<file path="config.mk">
export PLATFORM = sky130hd
export DESIGN_NAME = rvv_alu_top
export DESIGN_NICKNAME = d
export VERILOG_FILES = /design/src/hdl/rvv_cfg_pkg.sv /design/src/hdl/rvv_uop_pkg.sv /design/src/hdl/rvv_pu2rob_if.sv /design/src/hdl/rvv_alu_top.sv /design/src/hdl/rvv_alu_result_stage.sv /design/src/hdl/rvv_alu_mask_unit.sv /design/src/hdl/rvv_alu_issue_queue.sv
export SDC_FILE = /design/constraint.sdc
export NUM_CORES = 2
export LEC_CHECK = 0
export BUFFER_PORTS_ARGS = -buffer_cell sky130_fd_sc_hd__buf_2
export CELL_PAD_IN_SITES_DETAIL_PLACEMENT = 0
export CELL_PAD_IN_SITES_GLOBAL_PLACEMENT = 1
export CORE_UTILIZATION = 50
export DETAILED_ROUTE_END_ITERATION = 8
export MAX_ROUTING_LAYER = met4
export PLACE_DENSITY = 0.74
export SETUP_SLACK_MARGIN = 0.1
export SLEW_MARGIN = 20
export SYNTH_ARGS = -nofsm -noshare
export SYNTH_HDL_FRONTEND = slang
export SYNTH_SLANG_ARGS = --single-unit
</file>
<file path="constraint.sdc">
create_clock -name clk -period 30.1 [get_ports clk]
set_input_delay 1.505 -clock clk [delete_from_list [all_inputs] [get_ports clk]]
set_output_delay 1.505 -clock clk [all_outputs]
set_load 0.02 [all_outputs]
</file>
<file path="src/hdl/rvv_cfg_pkg.sv">
`default_nettype none

package rvv_cfg_pkg;

  // vector register and scalar widths
  localparam int vlen = 128;
  localparam int xlen = 32;

  localparam int rob_depth_width = 4;

  // wide enough to index every bit of a vector register
  localparam int vstart_width = 7;

  // element sizes
  localparam int byte_width = 8;
  localparam int hword_width = 16;
  localparam int word_width = 32;

endpackage

`default_nettype wire
</file>
<file path="src/hdl/rvv_uop_pkg.sv">
`default_nettype none

package rvv_uop_pkg;

  localparam int funct3_width = 3;
  localparam int funct6_width = 6;

  typedef enum logic [funct3_width-1:0] {
    opivv = 3'b000,
    opmvv = 3'b010,
    opivi = 3'b011,
    opivx = 3'b100
  } funct3_e;

  // integer group used with opivv/opivx/opivi
  typedef enum logic [funct6_width-1:0] {
    vand = 6'b001001,
    vor  = 6'b001010,
    vxor = 6'b001011
  } funct6_ari_e;

  // mask group used with opmvv
  typedef enum logic [funct6_width-1:0] {
    vmandn = 6'b011000,
    vmand  = 6'b011001,
    vmor   = 6'b011010,
    vmxor  = 6'b011011,
    vmorn  = 6'b011100,
    vmnand = 6'b011101,
    vmnor  = 6'b011110,
    vmxnor = 6'b011111
  } funct6_mask_e;

  typedef enum logic [1:0] {
    eew8  = 2'b00,
    eew16 = 2'b01,
    eew32 = 2'b10
  } eew_e;

  typedef struct packed {
    logic [rvv_cfg_pkg::rob_depth_width-1:0] rob_entry;
    // raw field whose meaning depends on funct3
    logic [funct6_width-1:0]                 funct6;
    funct3_e                                 funct3;
    logic [rvv_cfg_pkg::vstart_width-1:0]    vstart;
    logic                                    vm;
    logic [rvv_cfg_pkg::vlen-1:0]            vd_data;
    logic                                    vd_data_valid;
    logic [rvv_cfg_pkg::vlen-1:0]            vs1_data;
    logic                                    vs1_data_valid;
    logic [rvv_cfg_pkg::vlen-1:0]            vs2_data;
    logic                                    vs2_data_valid;
    eew_e                                    vs2_eew;
    logic [rvv_cfg_pkg::xlen-1:0]            rs1_data;
    logic                                    rs1_data_valid;
  } alu_rs_t;

  typedef struct packed {
    logic [rvv_cfg_pkg::rob_depth_width-1:0] rob_entry;
    logic [rvv_cfg_pkg::vlen-1:0]            w_data;
    logic                                    vxsat;
    logic                                    ignore_vta;
    logic                                    ignore_vma;
  } pu2rob_t;

endpackage

`default_nettype wire

</file>
<file path="src/hdl/rvv_pu2rob_if.sv">
`default_nettype none

interface rvv_pu2rob_if (
  input logic clk
);

  logic                                    valid;
  logic                                    ready;
  logic [rvv_cfg_pkg::rob_depth_width-1:0] rob_entry;
  logic [rvv_cfg_pkg::vlen-1:0]            w_data;
  logic                                    ignore_vta;
  logic                                    ignore_vma;

  // clk only for checks in the producer
  modport unit (
    input  clk,
    input  ready,
    output valid,
    output rob_entry,
    output w_data,
    output ignore_vta,
    output ignore_vma
  );

  modport stage (
    input  valid,
    input  rob_entry,
    input  w_data,
    input  ignore_vta,
    input  ignore_vma,
    output ready
  );

endinterface

`default_nettype wire

</file>
<file path="src/hdl/rvv_alu_top.sv">
`default_nettype none

module rvv_alu_top #(
  parameter int queue_depth = 4
) (
  input  logic                                    clk,
  input  logic                                    reset,
  input  logic                                    uop_valid,
  output logic                                    uop_ready,
  input  logic [rvv_cfg_pkg::rob_depth_width-1:0] uop_rob_entry,
  input  logic [rvv_uop_pkg::funct6_width-1:0]    uop_funct6,
  input  logic [rvv_uop_pkg::funct3_width-1:0]    uop_funct3,
  input  logic [rvv_cfg_pkg::vstart_width-1:0]    uop_vstart,
  input  logic                                    uop_vm,
  input  logic [rvv_cfg_pkg::vlen-1:0]            uop_vd_data,
  input  logic                                    uop_vd_data_valid,
  input  logic [rvv_cfg_pkg::vlen-1:0]            uop_vs1_data,
  input  logic                                    uop_vs1_data_valid,
  input  logic [rvv_cfg_pkg::vlen-1:0]            uop_vs2_data,
  input  logic                                    uop_vs2_data_valid,
  input  logic [1:0]                              uop_vs2_eew,
  input  logic [rvv_cfg_pkg::xlen-1:0]            uop_rs1_data,
  input  logic                                    uop_rs1_data_valid,
  output logic                                    result_valid,
  input  logic                                    result_ready,
  output logic [rvv_cfg_pkg::rob_depth_width-1:0] result_rob_entry,
  output logic [rvv_cfg_pkg::vlen-1:0]            result_w_data,
  output logic                                    result_vxsat,
  output logic                                    result_ignore_vta,
  output logic                                    result_ignore_vma
);

  rvv_uop_pkg::alu_rs_t in_uop;
  rvv_uop_pkg::alu_rs_t rs_uop;
  logic                 rs_valid;
  logic                 rs_ready;
  rvv_uop_pkg::pu2rob_t out_rec;

  assign in_uop.rob_entry      = uop_rob_entry;
  assign in_uop.funct6         = uop_funct6;
  assign in_uop.funct3         = rvv_uop_pkg::funct3_e'(uop_funct3);
  assign in_uop.vstart         = uop_vstart;
  assign in_uop.vm             = uop_vm;
  assign in_uop.vd_data        = uop_vd_data;
  assign in_uop.vd_data_valid  = uop_vd_data_valid;
  assign in_uop.vs1_data       = uop_vs1_data;
  assign in_uop.vs1_data_valid = uop_vs1_data_valid;
  assign in_uop.vs2_data       = uop_vs2_data;
  assign in_uop.vs2_data_valid = uop_vs2_data_valid;
  assign in_uop.vs2_eew        = rvv_uop_pkg::eew_e'(uop_vs2_eew);
  assign in_uop.rs1_data       = uop_rs1_data;
  assign in_uop.rs1_data_valid = uop_rs1_data_valid;

  rvv_alu_issue_queue #(
    .queue_depth (queue_depth)
  ) issue_queue_i (
    .clk       (clk),
    .reset     (reset),
    .in_valid  (uop_valid),
    .in_ready  (uop_ready),
    .in_uop    (in_uop),
    .out_valid (rs_valid),
    .out_ready (rs_ready),
    .out_uop   (rs_uop)
  );

  rvv_pu2rob_if res_if (
    .clk (clk)
  );

  rvv_alu_mask_unit mask_unit_i (
    .rs_valid (rs_valid),
    .rs_uop   (rs_uop),
    .rs_ready (rs_ready),
    .res      (res_if.unit)
  );

  rvv_alu_result_stage result_stage_i (
    .clk       (clk),
    .reset     (reset),
    .res       (res_if.stage),
    .out_valid (result_valid),
    .out_ready (result_ready),
    .out_rec   (out_rec)
  );

  assign result_rob_entry  = out_rec.rob_entry;
  assign result_w_data     = out_rec.w_data;
  assign result_vxsat      = out_rec.vxsat;
  assign result_ignore_vta = out_rec.ignore_vta;
  assign result_ignore_vma = out_rec.ignore_vma;

endmodule

`default_nettype wire

</file>
<file path="src/hdl/rvv_alu_result_stage.sv">
`default_nettype none

module rvv_alu_result_stage (
  input  logic                 clk,
  input  logic                 reset,
  rvv_pu2rob_if.stage          res,
  output logic                 out_valid,
  input  logic                 out_ready,
  output rvv_uop_pkg::pu2rob_t out_rec
);

  logic                 full;
  rvv_uop_pkg::pu2rob_t rec_q;
  logic                 load;

  // take a new record when empty or when the held one leaves now
  assign res.ready = !full || out_ready;
  assign load      = res.valid && res.ready;

  always_ff @(posedge clk) begin
    if (reset) begin
      full <= 1'b0;
    end else if (load) begin
      full <= 1'b1;
    end else if (out_ready) begin
      full <= 1'b0;
    end
  end

  always_ff @(posedge clk) begin
    if (load) begin
      rec_q.rob_entry  <= res.rob_entry;
      rec_q.w_data     <= res.w_data;
      // logic ops never saturate
      rec_q.vxsat      <= 1'b0;
      rec_q.ignore_vta <= res.ignore_vta;
      rec_q.ignore_vma <= res.ignore_vma;
    end
  end

  assign out_valid = full;
  assign out_rec   = rec_q;

  held_record_stable: assert property (
    @(posedge clk) disable iff (reset)
    out_valid && !out_ready |=> out_valid && $stable(out_rec)
  );

endmodule

`default_nettype wire

</file>
<file path="src/hdl/rvv_alu_mask_unit.sv">
`default_nettype none

module rvv_alu_mask_unit (
  input  logic                 rs_valid,
  input  rvv_uop_pkg::alu_rs_t rs_uop,
  output logic                 rs_ready,
  rvv_pu2rob_if.unit           res
);

  typedef enum logic [3:0] {
    op_none,
    op_vand,
    op_vor,
    op_vxor,
    op_vmandn,
    op_vmand,
    op_vmor,
    op_vmxor,
    op_vmorn,
    op_vmnand,
    op_vmnor,
    op_vmxnor
  } op_e;

  op_e                          op;
  logic                         is_mask;
  logic                         operands_ok;
  logic [rvv_cfg_pkg::vlen-1:0] src1;
  logic [rvv_cfg_pkg::vlen-1:0] src2;
  logic [rvv_cfg_pkg::vlen-1:0] result;
  logic [rvv_cfg_pkg::vlen-1:0] below_vstart;

  // decode
  always_comb begin
    op = op_none;
    case (rs_uop.funct3)
      rvv_uop_pkg::opivv,
      rvv_uop_pkg::opivx,
      rvv_uop_pkg::opivi: begin
        case (rs_uop.funct6)
          rvv_uop_pkg::vand: op = op_vand;
          rvv_uop_pkg::vor:  op = op_vor;
          rvv_uop_pkg::vxor: op = op_vxor;
          default:           op = op_none;
        endcase
      end
      rvv_uop_pkg::opmvv: begin
        case (rs_uop.funct6)
          rvv_uop_pkg::vmandn: op = op_vmandn;
          rvv_uop_pkg::vmand:  op = op_vmand;
          rvv_uop_pkg::vmor:   op = op_vmor;
          rvv_uop_pkg::vmxor:  op = op_vmxor;
          rvv_uop_pkg::vmorn:  op = op_vmorn;
          rvv_uop_pkg::vmnand: op = op_vmnand;
          rvv_uop_pkg::vmnor:  op = op_vmnor;
          rvv_uop_pkg::vmxnor: op = op_vmxnor;
          default:             op = op_none;
        endcase
      end
      default: op = op_none;
    endcase
  end

  assign is_mask = (rs_uop.funct3 == rvv_uop_pkg::opmvv) && (op != op_none);

  // required operands per form
  always_comb begin
    case (rs_uop.funct3)
      rvv_uop_pkg::opivv: operands_ok = rs_uop.vs1_data_valid && rs_uop.vs2_data_valid;
      rvv_uop_pkg::opivx,
      rvv_uop_pkg::opivi: operands_ok = rs_uop.rs1_data_valid && rs_uop.vs2_data_valid;
      rvv_uop_pkg::opmvv: operands_ok = rs_uop.vs1_data_valid && rs_uop.vs2_data_valid &&
                                        rs_uop.vd_data_valid && rs_uop.vm;
      default:            operands_ok = 1'b0;
    endcase
  end

  // scalar forms broadcast rs1 at the element width
  always_comb begin
    src2 = rs_uop.vs2_data;
    src1 = rs_uop.vs1_data;
    if (rs_uop.funct3 == rvv_uop_pkg::opivx || rs_uop.funct3 == rvv_uop_pkg::opivi) begin
      case (rs_uop.vs2_eew)
        rvv_uop_pkg::eew8:
          src1 = {(rvv_cfg_pkg::vlen/rvv_cfg_pkg::byte_width)
                  {rs_uop.rs1_data[rvv_cfg_pkg::byte_width-1:0]}};
        rvv_uop_pkg::eew16:
          src1 = {(rvv_cfg_pkg::vlen/rvv_cfg_pkg::hword_width)
                  {rs_uop.rs1_data[rvv_cfg_pkg::hword_width-1:0]}};
        rvv_uop_pkg::eew32:
          src1 = {(rvv_cfg_pkg::vlen/rvv_cfg_pkg::word_width)
                  {rs_uop.rs1_data[rvv_cfg_pkg::word_width-1:0]}};
        default: src1 = '0;
      endcase
    end
  end

  // vs2 is always the left operand
  always_comb begin
    case (op)
      op_vand, op_vmand: result = src2 & src1;
      op_vor, op_vmor:   result = src2 | src1;
      op_vxor, op_vmxor: result = src2 ^ src1;
      op_vmandn:         result = src2 & ~src1;
      op_vmorn:          result = src2 | ~src1;
      op_vmnand:         result = ~(src2 & src1);
      op_vmnor:          result = ~(src2 | src1);
      op_vmxnor:         result = ~(src2 ^ src1);
      default:           result = '0;
    endcase
  end

  assign below_vstart = (rvv_cfg_pkg::vlen'(1) << rs_uop.vstart) - 1'b1;

  // mask ops keep the old vd bits below vstart
  assign res.w_data = is_mask ? ((rs_uop.vd_data & below_vstart) | (result & ~below_vstart))
                              : result;

  assign res.valid      = rs_valid && (op != op_none) && operands_ok;
  assign res.rob_entry  = rs_uop.rob_entry;
  assign res.ignore_vta = is_mask;
  assign res.ignore_vma = 1'b0;

  // unsupported uops drain at the same rate
  assign rs_ready = res.ready;

  // a stalled result holds until the stage takes it
  result_held_until_ready: assert property (
    @(posedge res.clk) res.valid && !res.ready |=>
      res.valid && $stable(res.rob_entry) && $stable(res.w_data) &&
      $stable(res.ignore_vta)
  );

endmodule

`default_nettype wire

</file>
<file path="src/hdl/rvv_alu_issue_queue.sv">
`default_nettype none

module rvv_alu_issue_queue #(
  parameter int queue_depth = 4
) (
  input  logic                 clk,
  input  logic                 reset,
  input  logic                 in_valid,
  output logic                 in_ready,
  input  rvv_uop_pkg::alu_rs_t in_uop,
  output logic                 out_valid,
  input  logic                 out_ready,
  output rvv_uop_pkg::alu_rs_t out_uop
);

  localparam int ptr_width = $clog2(queue_depth);
  localparam int cnt_width = $clog2(queue_depth + 1);

  rvv_uop_pkg::alu_rs_t mem [queue_depth];

  logic [ptr_width-1:0] wr_ptr;
  logic [ptr_width-1:0] rd_ptr;
  logic [cnt_width-1:0] count;
  logic                 push;
  logic                 pop;

  assign in_ready  = (count != cnt_width'(queue_depth));
  assign out_valid = (count != '0);

  assign push = in_valid && in_ready;
  assign pop  = out_valid && out_ready;

  // head entry shows up the cycle after it is written
  assign out_uop = mem[rd_ptr];

  always_ff @(posedge clk) begin
    if (push) begin
      mem[wr_ptr] <= in_uop;
    end
  end

  // pointers wrap on their own for power-of-two depths
  always_ff @(posedge clk) begin
    if (reset) begin
      wr_ptr <= '0;
      rd_ptr <= '0;
      count  <= '0;
    end else begin
      if (push) begin
        wr_ptr <= wr_ptr + 1'b1;
      end
      if (pop) begin
        rd_ptr <= rd_ptr + 1'b1;
      end
      case ({push, pop})
        2'b10: count <= count + 1'b1;
        2'b01: count <= count - 1'b1;
        default: count <= count;
      endcase
    end
  end

  no_overflow: assert property (
    @(posedge clk) disable iff (reset)
    count <= cnt_width'(queue_depth)
  );

  pointers_track_count: assert property (
    @(posedge clk) disable iff (reset)
    ptr_width'(wr_ptr - rd_ptr) == count[ptr_width-1:0]
  );

endmodule

`default_nettype wire

</file>
# == Word level (Yosys, flattened, before mapping) ==
# Memory sizes are Yosys's and may differ from the RTL's. A register that Yosys moved wholly into a read port is not among the register bits.
# Index checks and enable logic that the tools add are counted.
# totals
memories,2
romBits,128
reg_bits,141
output_inout_bits,137
word_cells,89
ram_bits,1772
# memory_table
name,words,width,rd,rd_clocked_by_memory_dff,wr,line,source
issue_queue_i.mem,4,443,1,1,1,rvv_alu_issue_queue.sv:19,rvv_uop_pkg::alu_rs_t mem [queue_depth];
(name not given),32,4,1,0,0,rvv_alu_mask_unit.sv:48,case (rs_uop.funct6)
# classes
n_eq_ne,22
shifts,1
addsub,5
mux,15
bitwise_logic,13
reduce_logical,24
# ops
operator,n
$pmux W128 S8,1
$not A128 Y128,5
$and A128 B128 Y128,4
$or A128 B128 Y128,3
$pmux W128 S3,1
$mux W128,2
$shl A1 B7 Y128 const A,1
$sub A128 B1 Y128 const B,1
$xor A128 B128 Y128,1
$eq A6 B4 Y1 const B,3
$eq A4 B3 Y1 const B,4
$eq A4 B4 Y1 const B,4
$logic_and A1 B1 Y1,10
$eq A4 B2 Y1 const B,2
$pmux W4 S2,1
$reduce_or A2 Y1,4
$eq A3 B2 Y1 const B,2
$pmux W2 S3,1
$pmux W3 S2,1
$add A2 B1 Y2 const B,2
$eq A2 B1 Y1 const B,2
$eq A2 B2 Y1 const B,2
$eq A4 B1 Y1 const B,1
$mux W1,4
other kinds (15),18

# == Depth between registers and ports, before layout ==
# depth
depth_word,9
ltp_mapped,20
ltp_nobuf,14

# == Modules after synthesis ==
# Synthesis repeated with hierarchy kept, for this count alone.
# hier_totals
cells_unflattened,5538
area_unflattened_um2,89270.6
# modules_own_cells
module,area_per_inst_um2,instances,cells_per_inst
rvv_alu_issue_queue,64205.3,1,2365
rvv_alu_mask_unit,20975.1,1,3032
rvv_alu_result_stage,4090.2,1,141

# == Least setup slack after synthesis ==
# Ideal clock, no wire load.
# synth_timing
path_kind,input to register
from,input uop_valid
to,memory issue_queue_i.mem[0][0] (netlist name) (enable)
required_time_ns,29.233
setup_slack_ns,17.656
n_path_buf,0
t_arrival_ns,11.577
setup_time_ns,0.867
cell_stages,1
path_cell_list,and3_1
# synth_between
elab_chain_len,3
# synth_lines
element,line,source
from (decl),rvv_alu_top.sv:8,"input logic uop_valid,"
$logic_and A1 B1 Y1,rvv_alu_issue_queue.sv:30,assign push = in_valid && in_ready;
$mux W1,rvv_alu_issue_queue.sv:37,if (push) begin
$mux W1 (not written as such),rvv_alu_issue_queue.sv:38,mem[wr_ptr] <= in_uop;
to (decl),rvv_alu_issue_queue.sv:19,
# Every way passes these cells.

==> flow_metrics.env <==
export IMPL_wl_um=275000
export IMPL_hpwl_um=192000
export IMPL_finalCritPeriodShare=0.233
export IMPL_tightest_slew_ns=1.24
export IMPL_fillers=13900
export IMPL_numCtsBuffers=195
export IMPL_worstHoldPathCells=2
export IMPL_grt_usage=0.311
export IMPL_die_h_um=426
export IMPL_netSwitchingFraction=0.376
export IMPL_pwr_share_comb=0.412
export IMPL_syn_inst=5723
export IMPL_root_buffer="clkbuf_16"
export IMPL_instances_no_fill=8892
export IMPL_drc_errors=0
export IMPL_postCtsSetupBuffers=0
export IMPL_rsz0062_at_grt="no"
export IMPL_cts_resized_gates=0
export IMPL_power_leakage_nw=35.5
export IMPL_async_flop_share=0
export IMPL_final_area_sq_um=102000
export IMPL_post_dp_cell_area_sq_um=95000
export IMPL_r2r_cells=13
export IMPL_die_area_sq_um=181000
export IMPL_critPathLaunchType="register"
export IMPL_seqPwrFrac=0.341
export IMPL_clockPowerShare=0.247
export IMPL_clkLatencyLatePin_ns=0.86
export IMPL_avgViaCountPerCell=5.93
export IMPL_yosysSeqAreaShare=0.639
export IMPL_firstDrtPassIters=6
export IMPL_initial_utilization=0.503
export IMPL_cp_max_fo=80
export IMPL_status="complete, no violations"
export IMPL_synthToLayoutAreaGrowth_pct=13.2
export IMPL_drv_slew=0
export IMPL_port_buffers=580
export IMPL_worstPathRequired_ns=30.81
export IMPL_intPower_mw=6.00
export IMPL_max_cap_violations=0
export IMPL_netlist_area_sq_um=89700
export IMPL_setup_violations=0
export IMPL_finalHoldViolations=0
export IMPL_slew_headroom=0.165
export IMPL_htreeDepth=4
export IMPL_dr_total_vias=52800
export IMPL_grt_pass1_wl_um=382000
export IMPL_clockBufferDepth=3
export IMPL_yosysWarnings=0
export IMPL_synth_seq_cells=1911
export IMPL_ys_flop_type="edfxtp_1"
export IMPL_vdd_ir_drop_worst_uv=82.9
export IMPL_fmax_ghz=0.143
export IMPL_worstSetupPathType="register to register"
export IMPL_fp_coreArea_sq_um=178000
export IMPL_cts_tree="built"
export IMPL_fin_setup_tns_ns=0
export IMPL_postCtsHoldBufs=0
export IMPL_drive_gt1_frac=0.239
export IMPL_min_period_ns=7.01
export IMPL_grt_overflow_total=0
export IMPL_num_io_pins=584
export IMPL_grt_max_degree=133
export IMPL_yosysUniqueCellTypes=98
export IMPL_cp_arrival_ns=7.71
export IMPL_gp_congestion=0.996
export IMPL_grt_pass1_vias=51700
export IMPL_power_switching_mw=3.62
export IMPL_holdCritPathClass="register to register"
export IMPL_rows=155
export IMPL_syn_area_per_cell_sq_um=15.7
export IMPL_cts_sinks=1911
export IMPL_drtAntennaViolNets=0
export IMPL_die_w_um=426
export IMPL_first_iter_violations=4741
export IMPL_end_kind="register"
export IMPL_layout_nets=7227
export IMPL_skew_ns=0.0370
export IMPL_final_core_util=0.569
export IMPL_synth_edf_count=1901
export IMPL_dp_cells=8419
export IMPL_power_density_nw_per_um2=94.7
export IMPL_antenna_found_initial=145
export IMPL_wl_per_cell_um=30.9
export IMPL_cts_clk_slew_worst_paths_ns=0.06
[synth_stat cells (110+ instances only)]
| cell | number | area share |
|---|---|---|
| a21oi_1 | 253 | 0.014 |
| buf_2 | 115 | 0.0064 |
| clkbuf_1 | 186 | 0.0078 |
| edfxtp_1 | 1901 | 0.64 |
| ha_1 | 518 | 0.072 |
| inv_1 | 196 | 0.0082 |
| mux2_2 | 177 | 0.022 |
| mux2i_1 | 119 | 0.013 |
| mux4_2 | 342 | 0.086 |
| nand2_1 | 359 | 0.015 |
| nor2_1 | 259 | 0.011 |
| o21a_1 | 110 | 0.0092 |
| o21ai_0 | 300 | 0.017 |
| xnor2_1 | 208 | 0.020 |
[routing by layer]
layer  GRT usage  wire length (um)  part of all wire
met1       0.373            105000              0.38
met2       0.495            135000              0.49
met3      0.0576             17500             0.064
met4       0.175             17100             0.062
met5           -                 0                 0
[flip-flops by register name (all words and copies together), names as in the netlist, named ones only]
| name | count |
|---|---|
| issue_queue_i.mem | 1768 |
| issue_queue_i.wr_ptr | 2 |
| issue_queue_i.rd_ptr | 2 |
| issue_queue_i.count | 3 |
| result_stage_i.out_valid | 1 |
| result_stage_i.out_rec | 133 |
[through the flow]
stage	worst slack [ns]	hold slack, ns	total power, mW
floorplan	17.66	0.469	6.19
global placement	23.06	0.492	7.19
detailed placement	23.04	0.501	7.28
CTS	23.02	0.509	9.66
global route	22.66	0.541	10.1
finish	23.09	0.509	9.62
[power groups by stage]
| stage | sequential (mW) | clock, mW | combinational [mW] |
|---|---|---|---|
| 2_1_floorplan | 3.43 | 0 | 2.77 |
| 3_3_place_gp | 3.32 | 0 | 3.87 |
| 5_1_grt | 3.30 | 2.50 | 4.32 |
| 4_1_cts | 3.28 | 2.41 | 3.97 |
| 6_report | 3.28 | 2.37 | 3.97 |
| 3_5_place_dp | 3.34 | 0 | 3.94 |
[cell type report]
cell class	count	area [sq um]	share of cell area
Timing Repair Buffer	689	3810	0.0375
Multi-Input combinational cell	3268	30200	0.298
Sequential cell	1911	57300	0.564
Inverter	196	736	0.00725
Clock buffer	242	5080	0.0500
Antenna cell	111	278	0.00274
Tap cell	2355	2950	0.0290
Clock inverter	120	1160	0.0114
[critical path, stage by stage, from the launching register on]
cell	delay [ns]
dfxtp_4	0.81
buf_12	0.51
mux4_2	0.65
and3b_1	0.35
a21o_4	0.28
buf_4	0.62
buf_4	0.65
buf_4	0.72
o21ai_0	0.29
ha_1	0.35
a21oi_1	0.16
xnor2_1	0.08
o21ai_0	0.87
mux2_2	0.32
[path summary, 6_finish.rpt]
kind                                                     to  slack [ns]               startpoint
worst max-delay path            result_stage_i.out_rec[116]       23.09                 register
worst min register to register      issue_queue_i.wr_ptr[1]        0.51  issue_queue_i.wr_ptr[1]
worst max register to register  result_stage_i.out_rec[116]       23.09                 register
worst min-delay path                issue_queue_i.wr_ptr[1]        0.51  issue_queue_i.wr_ptr[1]
[cells in the final DEF (no fill, tap or decap), types with 110 or more instances in the layout]
| cell type | n |
|---|---|
| diode_2 | 111 |
| clkbuf_16 | 196 |
| ha_1 | 518 |
| buf_2 | 580 |
| inv_1 | 195 |
| mux2_2 | 176 |
| a21oi_1 | 253 |
| nor2_1 | 257 |
| mux4_2 | 341 |
| o21a_1 | 110 |
| edfxtp_1 | 1901 |
| o21ai_0 | 293 |
| mux2i_1 | 119 |
| xnor2_1 | 208 |
| nand2_1 | 357 |
[cells by family (layout without fill, tap and decap cells)]
logic type / count (synthesis) / after routing / share of synthesized area
buffers and inverters: 545 / 1247 / 0.0258
adder cells (fa/ha/maj): 519 / 519 / 0.0725
XOR/XNOR: 305 / 305 / 0.0298
AO/OA/AOI/OAI: 964 / 964 / 0.0687
multiplexers: 649 / 649 / 0.123
other: 1 / 113 / 0.0000418
flip-flops: 1911 / 1911 / 0.639
AND/OR/NAND/NOR: 829 / 829 / 0.0419
Power figures use the tool's default switching activity.
